### config.mk
export PLATFORM = sky130hd
export DESIGN_NAME = core
export DESIGN_NICKNAME = d
export VERILOG_FILES = /design/src/verilog/core_pkg.sv /design/src/verilog/fetch_stage.sv /design/src/verilog/decode_stage.sv /design/src/verilog/execute_stage.sv /design/src/verilog/mem_access_unit.sv /design/src/verilog/hazard_control.sv /design/src/verilog/core.sv
export SDC_FILE = /design/constraint.sdc
export NUM_CORES = 2
export LEC_CHECK = 0
export ABC_AREA = 1
export ABC_CLOCK_PERIOD_IN_PS = 14400
export BUFFER_PORTS_ARGS = -buffer_cell sky130_fd_sc_hd__buf_2
export CORE_MARGIN = 1.5
export CORE_UTILIZATION = 40
export CTS_CLUSTER_DIAMETER = 200
export DETAILED_ROUTE_END_ITERATION = 16
export GPL_ROUTABILITY_DRIVEN = 0
export PLACE_DENSITY = 0.52
export SETUP_SLACK_MARGIN = 0.5
export SLEW_MARGIN = 25
export SYNTH_ARGS = -nofsm -noshare
export SYNTH_HDL_FRONTEND = slang
export SYNTH_SLANG_ARGS = --single-unit
### constraint.sdc
create_clock -name clk_i -period 14.4 [get_ports clk_i]
set_input_delay 2.88 -clock clk_i [delete_from_list [all_inputs] [get_ports clk_i]]
set_output_delay 2.88 -clock clk_i [all_outputs]
set_load 0.01 [all_outputs]
### src/verilog/core_pkg.sv
package core_pkg;

   localparam int xlen = 32;

   // major opcodes of the supported subset
   localparam logic [6:0] op_lui    = 7'b0110111;
   localparam logic [6:0] op_jal    = 7'b1101111;
   localparam logic [6:0] op_branch = 7'b1100011;
   localparam logic [6:0] op_load   = 7'b0000011;
   localparam logic [6:0] op_store  = 7'b0100011;
   localparam logic [6:0] op_imm    = 7'b0010011;
   localparam logic [6:0] op_reg    = 7'b0110011;

   typedef logic [4:0]      reg_addr_t;
   typedef logic [xlen-1:0] word_t;

   typedef enum logic [2:0] {
      alu_add, alu_sub, alu_and, alu_or, alu_xor, alu_slt, alu_pass_b
   } alu_op_e;

   typedef enum logic [1:0] {wb_alu, wb_mem, wb_pc4} wb_sel_e;

   typedef enum logic [2:0] {mem_none, mem_lw, mem_lb, mem_lbu, mem_sw, mem_sb} mem_op_e;

   typedef enum logic [1:0] {br_none, br_beq, br_bne, br_jal} br_op_e;

   typedef enum logic [1:0] {fwd_reg, fwd_ex_mem, fwd_mem_wb} fwd_sel_e;

   typedef struct packed {
      word_t pc;
      word_t instr;
      logic  valid;
   } if_id_t;

   typedef struct packed {
      word_t     pc;
      word_t     rs1_val;
      word_t     rs2_val;
      word_t     imm;
      reg_addr_t rs1;
      reg_addr_t rs2;
      reg_addr_t rd;
      alu_op_e   alu_op;
      logic      op1_pc;   // operand a is the pc
      logic      op2_imm;  // operand b is the immediate
      br_op_e    br_op;
      mem_op_e   mem_op;
      wb_sel_e   wb_sel;
      logic      reg_we;
   } id_ex_t;

   typedef struct packed {
      word_t     pc;
      word_t     alu_out;
      word_t     store_val;
      reg_addr_t rd;
      mem_op_e   mem_op;
      wb_sel_e   wb_sel;
      logic      reg_we;
   } ex_mem_t;

   typedef struct packed {
      word_t     pc;
      word_t     alu_out;
      word_t     load_val;
      reg_addr_t rd;
      wb_sel_e   wb_sel;
      logic      reg_we;
   } mem_wb_t;

   typedef struct packed {
      logic [29:0] addr;   // word address
      word_t       wdata;
      logic [3:0]  be;
   } dmem_req_t;

endpackage

### src/verilog/fetch_stage.sv
`timescale 1ns/1ps

module fetch_stage import core_pkg::*; (
   input  logic        clk_i,
   input  logic        rst_n_i,
   input  logic        stall_i,
   input  logic        flush_i,
   input  logic        br_taken_i,
   input  word_t       br_target_i,
   output logic [29:0] imem_addr_o,
   input  word_t       imem_data_i,
   output if_id_t      if_id_o
);

   word_t  pc_q;
   word_t  pc_next;
   if_id_t if_id_q;

   always_comb begin
      if (br_taken_i)
         pc_next = br_target_i;  // redirect beats a stall
      else if (stall_i)
         pc_next = pc_q;
      else
         pc_next = pc_q + 32'd4;
   end

   always_ff @(posedge clk_i or negedge rst_n_i) begin
      if (!rst_n_i)
         pc_q <= '0;
      else
         pc_q <= pc_next;
   end

   assign imem_addr_o = pc_q[31:2];

   always_ff @(posedge clk_i or negedge rst_n_i) begin
      if (!rst_n_i)
         if_id_q <= '0;
      else if (flush_i)
         if_id_q.valid <= 1'b0;  // wrong-path fetch dropped
      else if (!stall_i)
         if_id_q <= '{pc: pc_q, instr: imem_data_i, valid: 1'b1};
   end

   assign if_id_o = if_id_q;

endmodule

### src/verilog/decode_stage.sv
`timescale 1ns/1ps

module decode_stage import core_pkg::*; (
   input  logic    clk_i,
   input  logic    rst_n_i,
   input  if_id_t  if_id_i,
   input  mem_wb_t mem_wb_i,
   input  logic    stall_i,
   input  logic    flush_i,
   output id_ex_t  id_ex_o,
   output word_t   wb_data_o
);

   word_t      rf_q [1:31];  // x0 is not stored
   word_t      instr;
   logic [6:0] opcode;
   logic [2:0] funct3;
   logic [6:0] funct7;
   word_t      imm_i;
   word_t      imm_s;
   word_t      imm_b;
   word_t      imm_u;
   word_t      imm_j;
   logic       rf_we;
   id_ex_t     id_ex_d;
   id_ex_t     id_ex_q;

   assign instr  = if_id_i.instr;
   assign opcode = instr[6:0];
   assign funct3 = instr[14:12];
   assign funct7 = instr[31:25];

   assign imm_i = {{20{instr[31]}}, instr[31:20]};
   assign imm_s = {{20{instr[31]}}, instr[31:25], instr[11:7]};
   assign imm_b = {{19{instr[31]}}, instr[31], instr[7], instr[30:25], instr[11:8], 1'b0};
   assign imm_u = {instr[31:12], 12'b0};
   assign imm_j = {{11{instr[31]}}, instr[31], instr[19:12], instr[20], instr[30:21], 1'b0};

   // writeback source
   always_comb begin
      case (mem_wb_i.wb_sel)
         wb_mem:  wb_data_o = mem_wb_i.load_val;
         wb_pc4:  wb_data_o = mem_wb_i.pc + 32'd4;
         default: wb_data_o = mem_wb_i.alu_out;
      endcase
   end

   assign rf_we = mem_wb_i.reg_we && (mem_wb_i.rd != 5'd0);

   always_ff @(posedge clk_i) begin
      if (rf_we)
         rf_q[mem_wb_i.rd] <= wb_data_o;
   end

   function automatic word_t rf_read(reg_addr_t idx);
      if (idx == 5'd0)
         return '0;
      if (rf_we && mem_wb_i.rd == idx)
         return wb_data_o;  // same-cycle write-through
      return rf_q[idx];
   endfunction

   always_comb begin
      id_ex_d         = '0;
      id_ex_d.pc      = if_id_i.pc;
      id_ex_d.rs1     = instr[19:15];
      id_ex_d.rs2     = instr[24:20];
      id_ex_d.rd      = instr[11:7];
      id_ex_d.rs1_val = rf_read(instr[19:15]);
      id_ex_d.rs2_val = rf_read(instr[24:20]);
      case (opcode)
         op_reg: begin
            id_ex_d.reg_we = 1'b1;
            case (funct3)
               3'b000:  id_ex_d.alu_op = (funct7 == 7'b0100000) ? alu_sub : alu_add;
               3'b010:  id_ex_d.alu_op = alu_slt;
               3'b100:  id_ex_d.alu_op = alu_xor;
               3'b110:  id_ex_d.alu_op = alu_or;
               3'b111:  id_ex_d.alu_op = alu_and;
               default: id_ex_d.reg_we = 1'b0;
            endcase
         end
         op_imm: begin
            id_ex_d.imm     = imm_i;
            id_ex_d.op2_imm = 1'b1;
            id_ex_d.reg_we  = (funct3 == 3'b000);  // addi only
         end
         op_lui: begin
            id_ex_d.imm     = imm_u;
            id_ex_d.op2_imm = 1'b1;
            id_ex_d.alu_op  = alu_pass_b;
            id_ex_d.reg_we  = 1'b1;
         end
         op_load: begin
            id_ex_d.imm     = imm_i;
            id_ex_d.op2_imm = 1'b1;
            id_ex_d.wb_sel  = wb_mem;
            id_ex_d.reg_we  = 1'b1;
            case (funct3)
               3'b010:  id_ex_d.mem_op = mem_lw;
               3'b000:  id_ex_d.mem_op = mem_lb;
               3'b100:  id_ex_d.mem_op = mem_lbu;
               default: id_ex_d.reg_we = 1'b0;
            endcase
         end
         op_store: begin
            id_ex_d.imm     = imm_s;
            id_ex_d.op2_imm = 1'b1;
            if (funct3 == 3'b010)
               id_ex_d.mem_op = mem_sw;
            else if (funct3 == 3'b000)
               id_ex_d.mem_op = mem_sb;
         end
         op_branch: begin
            id_ex_d.imm     = imm_b;
            id_ex_d.op1_pc  = 1'b1;  // alu forms the target
            id_ex_d.op2_imm = 1'b1;
            if (funct3 == 3'b000)
               id_ex_d.br_op = br_beq;
            else if (funct3 == 3'b001)
               id_ex_d.br_op = br_bne;
         end
         op_jal: begin
            id_ex_d.imm     = imm_j;
            id_ex_d.op1_pc  = 1'b1;  // alu forms the target
            id_ex_d.op2_imm = 1'b1;
            id_ex_d.br_op   = br_jal;
            id_ex_d.wb_sel  = wb_pc4;
            id_ex_d.reg_we  = 1'b1;
         end
         default: ;
      endcase
      if (!if_id_i.valid) begin
         id_ex_d.reg_we = 1'b0;
         id_ex_d.mem_op = mem_none;
         id_ex_d.br_op  = br_none;
      end
   end

   always_ff @(posedge clk_i or negedge rst_n_i) begin
      if (!rst_n_i)
         id_ex_q <= '0;
      else if (stall_i || flush_i)
         id_ex_q <= '0;  // bubble
      else
         id_ex_q <= id_ex_d;
   end

   assign id_ex_o = id_ex_q;

endmodule

### src/verilog/execute_stage.sv
`timescale 1ns/1ps

module execute_stage import core_pkg::*; (
   input  logic     clk_i,
   input  logic     rst_n_i,
   input  id_ex_t   id_ex_i,
   input  fwd_sel_e fwd_a_i,
   input  fwd_sel_e fwd_b_i,
   input  word_t    ex_fwd_i,
   input  word_t    wb_fwd_i,
   output ex_mem_t  ex_mem_o,
   output logic     br_taken_o,
   output word_t    br_target_o
);

   word_t   rs1_val;
   word_t   rs2_val;
   word_t   op_a;
   word_t   op_b;
   word_t   alu_res;
   logic    equal;
   ex_mem_t ex_mem_q;

   function automatic word_t fwd_mux(fwd_sel_e sel, word_t reg_val, word_t ex_val,
                                     word_t wb_val);
      case (sel)
         fwd_ex_mem: return ex_val;
         fwd_mem_wb: return wb_val;
         default:    return reg_val;
      endcase
   endfunction

   // newest register values first, then the operand choice
   assign rs1_val = fwd_mux(fwd_a_i, id_ex_i.rs1_val, ex_fwd_i, wb_fwd_i);
   assign rs2_val = fwd_mux(fwd_b_i, id_ex_i.rs2_val, ex_fwd_i, wb_fwd_i);
   assign op_a    = id_ex_i.op1_pc ? id_ex_i.pc : rs1_val;
   assign op_b    = id_ex_i.op2_imm ? id_ex_i.imm : rs2_val;

   always_comb begin
      case (id_ex_i.alu_op)
         alu_sub:    alu_res = op_a - op_b;
         alu_and:    alu_res = op_a & op_b;
         alu_or:     alu_res = op_a | op_b;
         alu_xor:    alu_res = op_a ^ op_b;
         alu_slt:    alu_res = word_t'($signed(op_a) < $signed(op_b));
         alu_pass_b: alu_res = op_b;
         default:    alu_res = op_a + op_b;
      endcase
   end

   assign equal = (rs1_val == rs2_val);

   always_comb begin
      case (id_ex_i.br_op)
         br_beq:  br_taken_o = equal;
         br_bne:  br_taken_o = !equal;
         br_jal:  br_taken_o = 1'b1;
         default: br_taken_o = 1'b0;
      endcase
   end

   assign br_target_o = alu_res;  // pc + imm for branches and jal

   always_ff @(posedge clk_i or negedge rst_n_i) begin
      if (!rst_n_i) begin
         ex_mem_q <= '0;
      end else begin
         ex_mem_q.pc        <= id_ex_i.pc;
         ex_mem_q.alu_out   <= alu_res;
         ex_mem_q.store_val <= rs2_val;
         ex_mem_q.rd        <= id_ex_i.rd;
         ex_mem_q.mem_op    <= id_ex_i.mem_op;
         ex_mem_q.wb_sel    <= id_ex_i.wb_sel;
         ex_mem_q.reg_we    <= id_ex_i.reg_we;
      end
   end

   assign ex_mem_o = ex_mem_q;

endmodule

### src/verilog/mem_access_unit.sv
`timescale 1ns/1ps

module mem_access_unit import core_pkg::*; (
   input  logic      clk_i,
   input  logic      rst_n_i,
   input  ex_mem_t   ex_mem_i,
   output dmem_req_t dmem_req_o,
   output logic      dmem_we_o,
   output logic      dmem_re_o,
   input  word_t     dmem_rdata_i,
   output mem_wb_t   mem_wb_o
);

   logic [1:0] offset;
   logic [7:0] byte_val;
   word_t      load_val;
   mem_wb_t    mem_wb_q;

   assign offset = ex_mem_i.alu_out[1:0];

   always_comb begin
      dmem_req_o.addr  = ex_mem_i.alu_out[31:2];
      dmem_req_o.wdata = ex_mem_i.store_val;
      dmem_req_o.be    = 4'b0000;
      case (ex_mem_i.mem_op)
         mem_sw: dmem_req_o.be = 4'b1111;
         mem_sb: begin
            dmem_req_o.wdata = {4{ex_mem_i.store_val[7:0]}};  // byte in every lane
            dmem_req_o.be    = 4'b0001 << offset;
         end
         default: ;
      endcase
   end

   assign dmem_we_o = ex_mem_i.mem_op inside {mem_sw, mem_sb};
   assign dmem_re_o = ex_mem_i.mem_op inside {mem_lw, mem_lb, mem_lbu};

   assign byte_val = dmem_rdata_i[{offset, 3'b000} +: 8];

   always_comb begin
      case (ex_mem_i.mem_op)
         mem_lb:  load_val = {{24{byte_val[7]}}, byte_val};
         mem_lbu: load_val = {24'b0, byte_val};
         default: load_val = dmem_rdata_i;
      endcase
   end

   always_ff @(posedge clk_i or negedge rst_n_i) begin
      if (!rst_n_i)
         mem_wb_q <= '0;
      else
         mem_wb_q <= '{pc: ex_mem_i.pc, alu_out: ex_mem_i.alu_out, load_val: load_val,
                       rd: ex_mem_i.rd, wb_sel: ex_mem_i.wb_sel, reg_we: ex_mem_i.reg_we};
   end

   assign mem_wb_o = mem_wb_q;

   // no misaligned trap in this core, so word accesses must arrive aligned
   a_word_aligned: assert property (@(posedge clk_i) disable iff (!rst_n_i)
      (ex_mem_i.mem_op inside {mem_lw, mem_sw}) |-> (offset == 2'b00));

endmodule

### src/verilog/hazard_control.sv
`timescale 1ns/1ps

module hazard_control import core_pkg::*; (
   input  logic      clk_i,
   input  logic      rst_n_i,
   input  reg_addr_t id_rs1_i,
   input  reg_addr_t id_rs2_i,
   input  id_ex_t    id_ex_i,
   input  ex_mem_t   ex_mem_i,
   input  mem_wb_t   mem_wb_i,
   input  logic      br_taken_i,
   output logic      stall_o,
   output logic      flush_o,
   output fwd_sel_e  fwd_a_o,
   output fwd_sel_e  fwd_b_o
);

   logic load_in_ex;

   function automatic fwd_sel_e fwd_pick(reg_addr_t rs);
      if (rs == 5'd0)
         return fwd_reg;  // x0 never forwarded
      if (ex_mem_i.reg_we && ex_mem_i.rd == rs)
         return fwd_ex_mem;  // youngest writer wins
      if (mem_wb_i.reg_we && mem_wb_i.rd == rs)
         return fwd_mem_wb;
      return fwd_reg;
   endfunction

   always_comb begin
      fwd_a_o = fwd_pick(id_ex_i.rs1);
      fwd_b_o = fwd_pick(id_ex_i.rs2);
   end

   assign load_in_ex = id_ex_i.reg_we && (id_ex_i.wb_sel == wb_mem) && (id_ex_i.rd != 5'd0);
   assign stall_o    = load_in_ex && (id_ex_i.rd == id_rs1_i || id_ex_i.rd == id_rs2_i);
   assign flush_o    = br_taken_i;

   // EX holds a bubble after a flush whatever stall says
   a_flush_wins: assert property (@(posedge clk_i) disable iff (!rst_n_i)
      flush_o |=> (!id_ex_i.reg_we && id_ex_i.mem_op == mem_none && id_ex_i.br_op == br_none));

   // no EX/MEM forward from a load still in flight
   a_fwd_ex_mem: assert property (@(posedge clk_i) disable iff (!rst_n_i)
      (fwd_a_o == fwd_ex_mem || fwd_b_o == fwd_ex_mem)
         |-> (ex_mem_i.reg_we && ex_mem_i.wb_sel != wb_mem));

endmodule

### src/verilog/core.sv
`timescale 1ns/1ps

module core import core_pkg::*; (
   input  logic        clk_i,
   input  logic        rst_n_i,
   output logic [29:0] imem_addr_o,
   input  word_t       imem_data_i,
   output dmem_req_t   dmem_req_o,
   output logic        dmem_we_o,
   output logic        dmem_re_o,
   input  word_t       dmem_rdata_i
);

   if_id_t   if_id;
   id_ex_t   id_ex;
   ex_mem_t  ex_mem;
   mem_wb_t  mem_wb;
   word_t    wb_data;    // value written back, also the MEM/WB forward
   word_t    br_target;
   logic     br_taken;
   logic     stall;
   logic     flush;
   fwd_sel_e fwd_a;
   fwd_sel_e fwd_b;

   fetch_stage u_fetch (
      .clk_i       (clk_i),
      .rst_n_i     (rst_n_i),
      .stall_i     (stall),
      .flush_i     (flush),
      .br_taken_i  (br_taken),
      .br_target_i (br_target),
      .imem_addr_o (imem_addr_o),
      .imem_data_i (imem_data_i),
      .if_id_o     (if_id)
   );

   decode_stage u_decode (
      .clk_i     (clk_i),
      .rst_n_i   (rst_n_i),
      .if_id_i   (if_id),
      .mem_wb_i  (mem_wb),
      .stall_i   (stall),
      .flush_i   (flush),
      .id_ex_o   (id_ex),
      .wb_data_o (wb_data)
   );

   execute_stage u_execute (
      .clk_i       (clk_i),
      .rst_n_i     (rst_n_i),
      .id_ex_i     (id_ex),
      .fwd_a_i     (fwd_a),
      .fwd_b_i     (fwd_b),
      .ex_fwd_i    (ex_mem.alu_out),
      .wb_fwd_i    (wb_data),
      .ex_mem_o    (ex_mem),
      .br_taken_o  (br_taken),
      .br_target_o (br_target)
   );

   mem_access_unit u_mem (
      .clk_i        (clk_i),
      .rst_n_i      (rst_n_i),
      .ex_mem_i     (ex_mem),
      .dmem_req_o   (dmem_req_o),
      .dmem_we_o    (dmem_we_o),
      .dmem_re_o    (dmem_re_o),
      .dmem_rdata_i (dmem_rdata_i),
      .mem_wb_o     (mem_wb)
   );

   hazard_control u_hazard (
      .clk_i      (clk_i),
      .rst_n_i    (rst_n_i),
      .id_rs1_i   (if_id.instr[19:15]),  // raw fields of the decode slot
      .id_rs2_i   (if_id.instr[24:20]),
      .id_ex_i    (id_ex),
      .ex_mem_i   (ex_mem),
      .mem_wb_i   (mem_wb),
      .br_taken_i (br_taken),
      .stall_o    (stall),
      .flush_o    (flush),
      .fwd_a_o    (fwd_a),
      .fwd_b_o    (fwd_b)
   );

endmodule

==> reports/qor.txt <==
Area of the mapped netlist - 0.0748 mm^2
Worst r2r src - u_mem.mem_wb_o[1]
Non-filler cells, final - 10611
Final setup vio count - 0
EDFF count, synth - 992
WL final - 301000 um
FF+latch area - 0.0414 mm^2
Dpl hpwl - 182000 um
Share of layout cells above drive strength 1 - 0.0863
Total number of vias - 65544
Pwr/cell area - 150 mW/mm^2
Worst-path clk slew - 0.06 ns
Initial DRC Count - 9327
Initial antenna violation count - 13
Critical Path AT - 8.14 ns
Total negative slack - 0 ns
Overflow left after global routing - 0
Die area - 0.190 mm^2
Post-synth ARST share - 0.319
CTS Sinks - 1456
Final Instance Area - 0.0830 mm^2
Area leader, netlist - edfxtp_1
HP Start - u_execute.ex_mem_o[90]
# resized after CTS - 0
Top-count cell post-synth - nand2_1
Post-Syn Area per Cell - 9.13 um^2
Yosys top cell area share - 0.398
Die X - 435 um
Hold Path Sink - u_mem.mem_wb_o[87]
RSZ-0062 raised after global routing - false
Number of nets in the layout - 8159
Design Power - 12.4 mW
Drt via density - 6.18
Cell count after placement - 10294
GR peak layer - met2
Clk_lat worst skew - 0.83 ns
Peak supply drop - 0.000112 V
Hold WC Path Type - flop to flop
Clk buf depth - 3
H-tree levels - 4
Outcome - complete, no violations
Switching Share - 0.328
Worst Path Max Fanout - 141
Remaining DRCs - 0
Post-DP Area - 0.0773 mm^2
Relative slew slack - 0.260
Net switching power - 4.08 mW
Worst-margin pin slew - 1.10 ns
Row cnt - 158
Synth cell types - 55
Fmax - 134 MHz
Area of the multi-input gates - 0.0290 mm^2
CP Capture Type - flop
Clk root buf - clkbuf_16
CTS tree - yes
IO Pins - 164
Post-CTS setup buffer count - 0
Post-Synth Simple-Gate Area - 0.161
Hold Buf Count CTS - 0
Adder-cell share of the synthesized area - 0.0177
Max Clock Skew - 0.0255 ns
Leak Pwr - 31.8 nW
Synth cell count leaders - nand2_1 (1707), edfxtp_1 (992), a21oi_1 (976), o21ai_0 (761), nor2_1 (682)
Port bufs - 163
Worst R2R Path Depth - 21
Synth Warn # - 0
Cell Int Power - 8.35 mW
Comb power frac - 0.199
Fin. Hold Viols - 0
Synth area leaders - edfxtp_1 (40%), dfrtp_1 (16%), nand2_1 (8.6%)
Main combinational cell family by area after synthesis - compound AO/OA/AOI/OAI gates
Placeable Area - 0.186 mm^2
Initial core utilization - 0.403
#FFs+latches synth - 1456
Vias in the first global route - 61674
Area Growth Syn to Fin - 11.0%
Final Max Slew Viols - 0
Global-route wire length before repair - 432000 um
Flop2flop setup slack - 6.93 ns
Max_cap viols - 0
Total iterations of the first detailed-routing run - 9
Sequential Power Share - 0.449
WL per Instance - 28.4 um
Die height - 435 um
Mapped Cells - 8193
Final min period - 7.47 ns
Most used flip-flop cell after synthesis - edfxtp_1
Total track usage - 0.308
Largest net degree at the start of global routing - 206
Grt met2 use - 0.474
Num CTS Buffers - 170
Fillers - 17620
Antenna-violating nets left - 0
Post-synthesis compound-gate area fraction - 0.199
Met1 Usage GRT - 0.421
CP required - 15.06 ns
Clock network power share - 0.352
Hold Crit Depth - 0
M3 GR Usage - 0.0553
Mux cell area share after synthesis - 0.000151
Register area share after synthesis - 0.553
Post-layout util - 0.447
Worst Path Class, Setup - flop to flop
Startpoint Class - flop
Syn_nets - 8364
FF-to-FF End - u_decode.id_ex_o[107]
Synth Area in XOR/XNOR - 0.00620
Fin crit share - 0.519
-- power by group through the flow --
stage	clock network, mW	logic [mW]	registers (mW)
2_1_floorplan	0	1.56	5.41
3_3_place_gp	0	2.39	5.65
3_5_place_dp	0	2.41	5.65
4_1_cts	4.43	2.42	5.57
5_1_grt	4.60	2.67	5.59
6_report	4.38	2.47	5.57
-- routing by layer --
metal	wire length, um	vias up
met5	53	-
met4	15000	8
met3	28700	754
met2	135000	3798
met1	123000	32310
li1	-	28674
-- layout make-up --
class / instances / area share
diodes: 1 / 0.0000301
well taps: 2480 / 0.0374
multi-input cells: 5578 / 0.349
clock inverters: 103 / 0.0121
inverters: 492 / 0.0227
clock buffers: 211 / 0.0558
repair buffers: 290 / 0.0241
flip-flops and latches: 1456 / 0.499
-- sequential cells by signal (all words and copies together) (netlist names) --
register and count:
u_decode.id_ex_o 156, u_decode.rf_q 992, u_execute.ex_mem_o 107, u_fetch.if_id_o 65, u_fetch.pc_q 32, u_mem.mem_wb_o 104
-- kinds of logic after synthesis --
group           count (synthesis)
simple gates                 2946
buf+inv                      1159
mux                             1
fa+ha+maj                     105
compound gates               2473
flops                        1456
xor+xnor                       53
-- worst max path at each step --
stage	startpoint	end	slack, ns
final	u_mem.mem_wb_o[1]	u_decode.id_ex_o[107]	6.93
after global routing	u_mem.mem_wb_o[1]	u_decode.id_ex_o[107]	6.43
after CTS	u_execute.ex_mem_o[8]	u_decode.id_ex_o[107]	7.48
after detailed placement	u_execute.ex_mem_o[8]	u_decode.id_ex_o[118]	7.47
after global placement	u_execute.ex_mem_o[8]	u_decode.id_ex_o[66]	7.56
after floorplan	u_mem.mem_wb_o[5]	u_fetch.pc_q[29]	9.81
-- cell usage in the layout, fill, tap and decap left out, drive strengths merged, types with 80 or more instances in the layout --
master,n
nor3,104
inv,494
nand3,370
o21ai,773
a221oi,226
edfxtp,992
o221ai,109
clkinv,80
nor2,687
o22ai,80
a21oi,981
nand2,1711
ha,104
a32o,106
clkbuf,211
buf,290
dfrtp,464
-- worst max-delay path, stage by stage, from the launching register on --
cell and delay [ns]:
dfrtp_1 0.35, inv_1 0.05, ha_1 0.92, inv_1 0.14
buf_4 0.32, o21ai_0 0.33, clkinv_1 0.88, nand2_1 0.32
a21oi_1 0.13, nand2_1 0.07, nand2_1 0.06, nor2_1 0.09
nand3_1 0.09, nor2_1 0.11, nand2_1 0.08, nor3_1 0.61
nand3_1 0.16, nand2_1 0.35, nand2_4 0.32, nand2_8 0.76
buf_4 0.85, nor2_1 0.13
-- metrics by stage --
| step | setup WS [ns] | hold slack [ns] |
|---|---|---|
| after global routing | 6.43 | 0.355 |
| final | 6.93 | 0.348 |
| after CTS | 7.48 | 0.348 |
| after floorplan | 9.81 | 0.331 |
| after global placement | 7.56 | 0.334 |
| after detailed placement | 7.47 | 0.335 |
No activity file was read; power rests on OpenSTA's default activity.
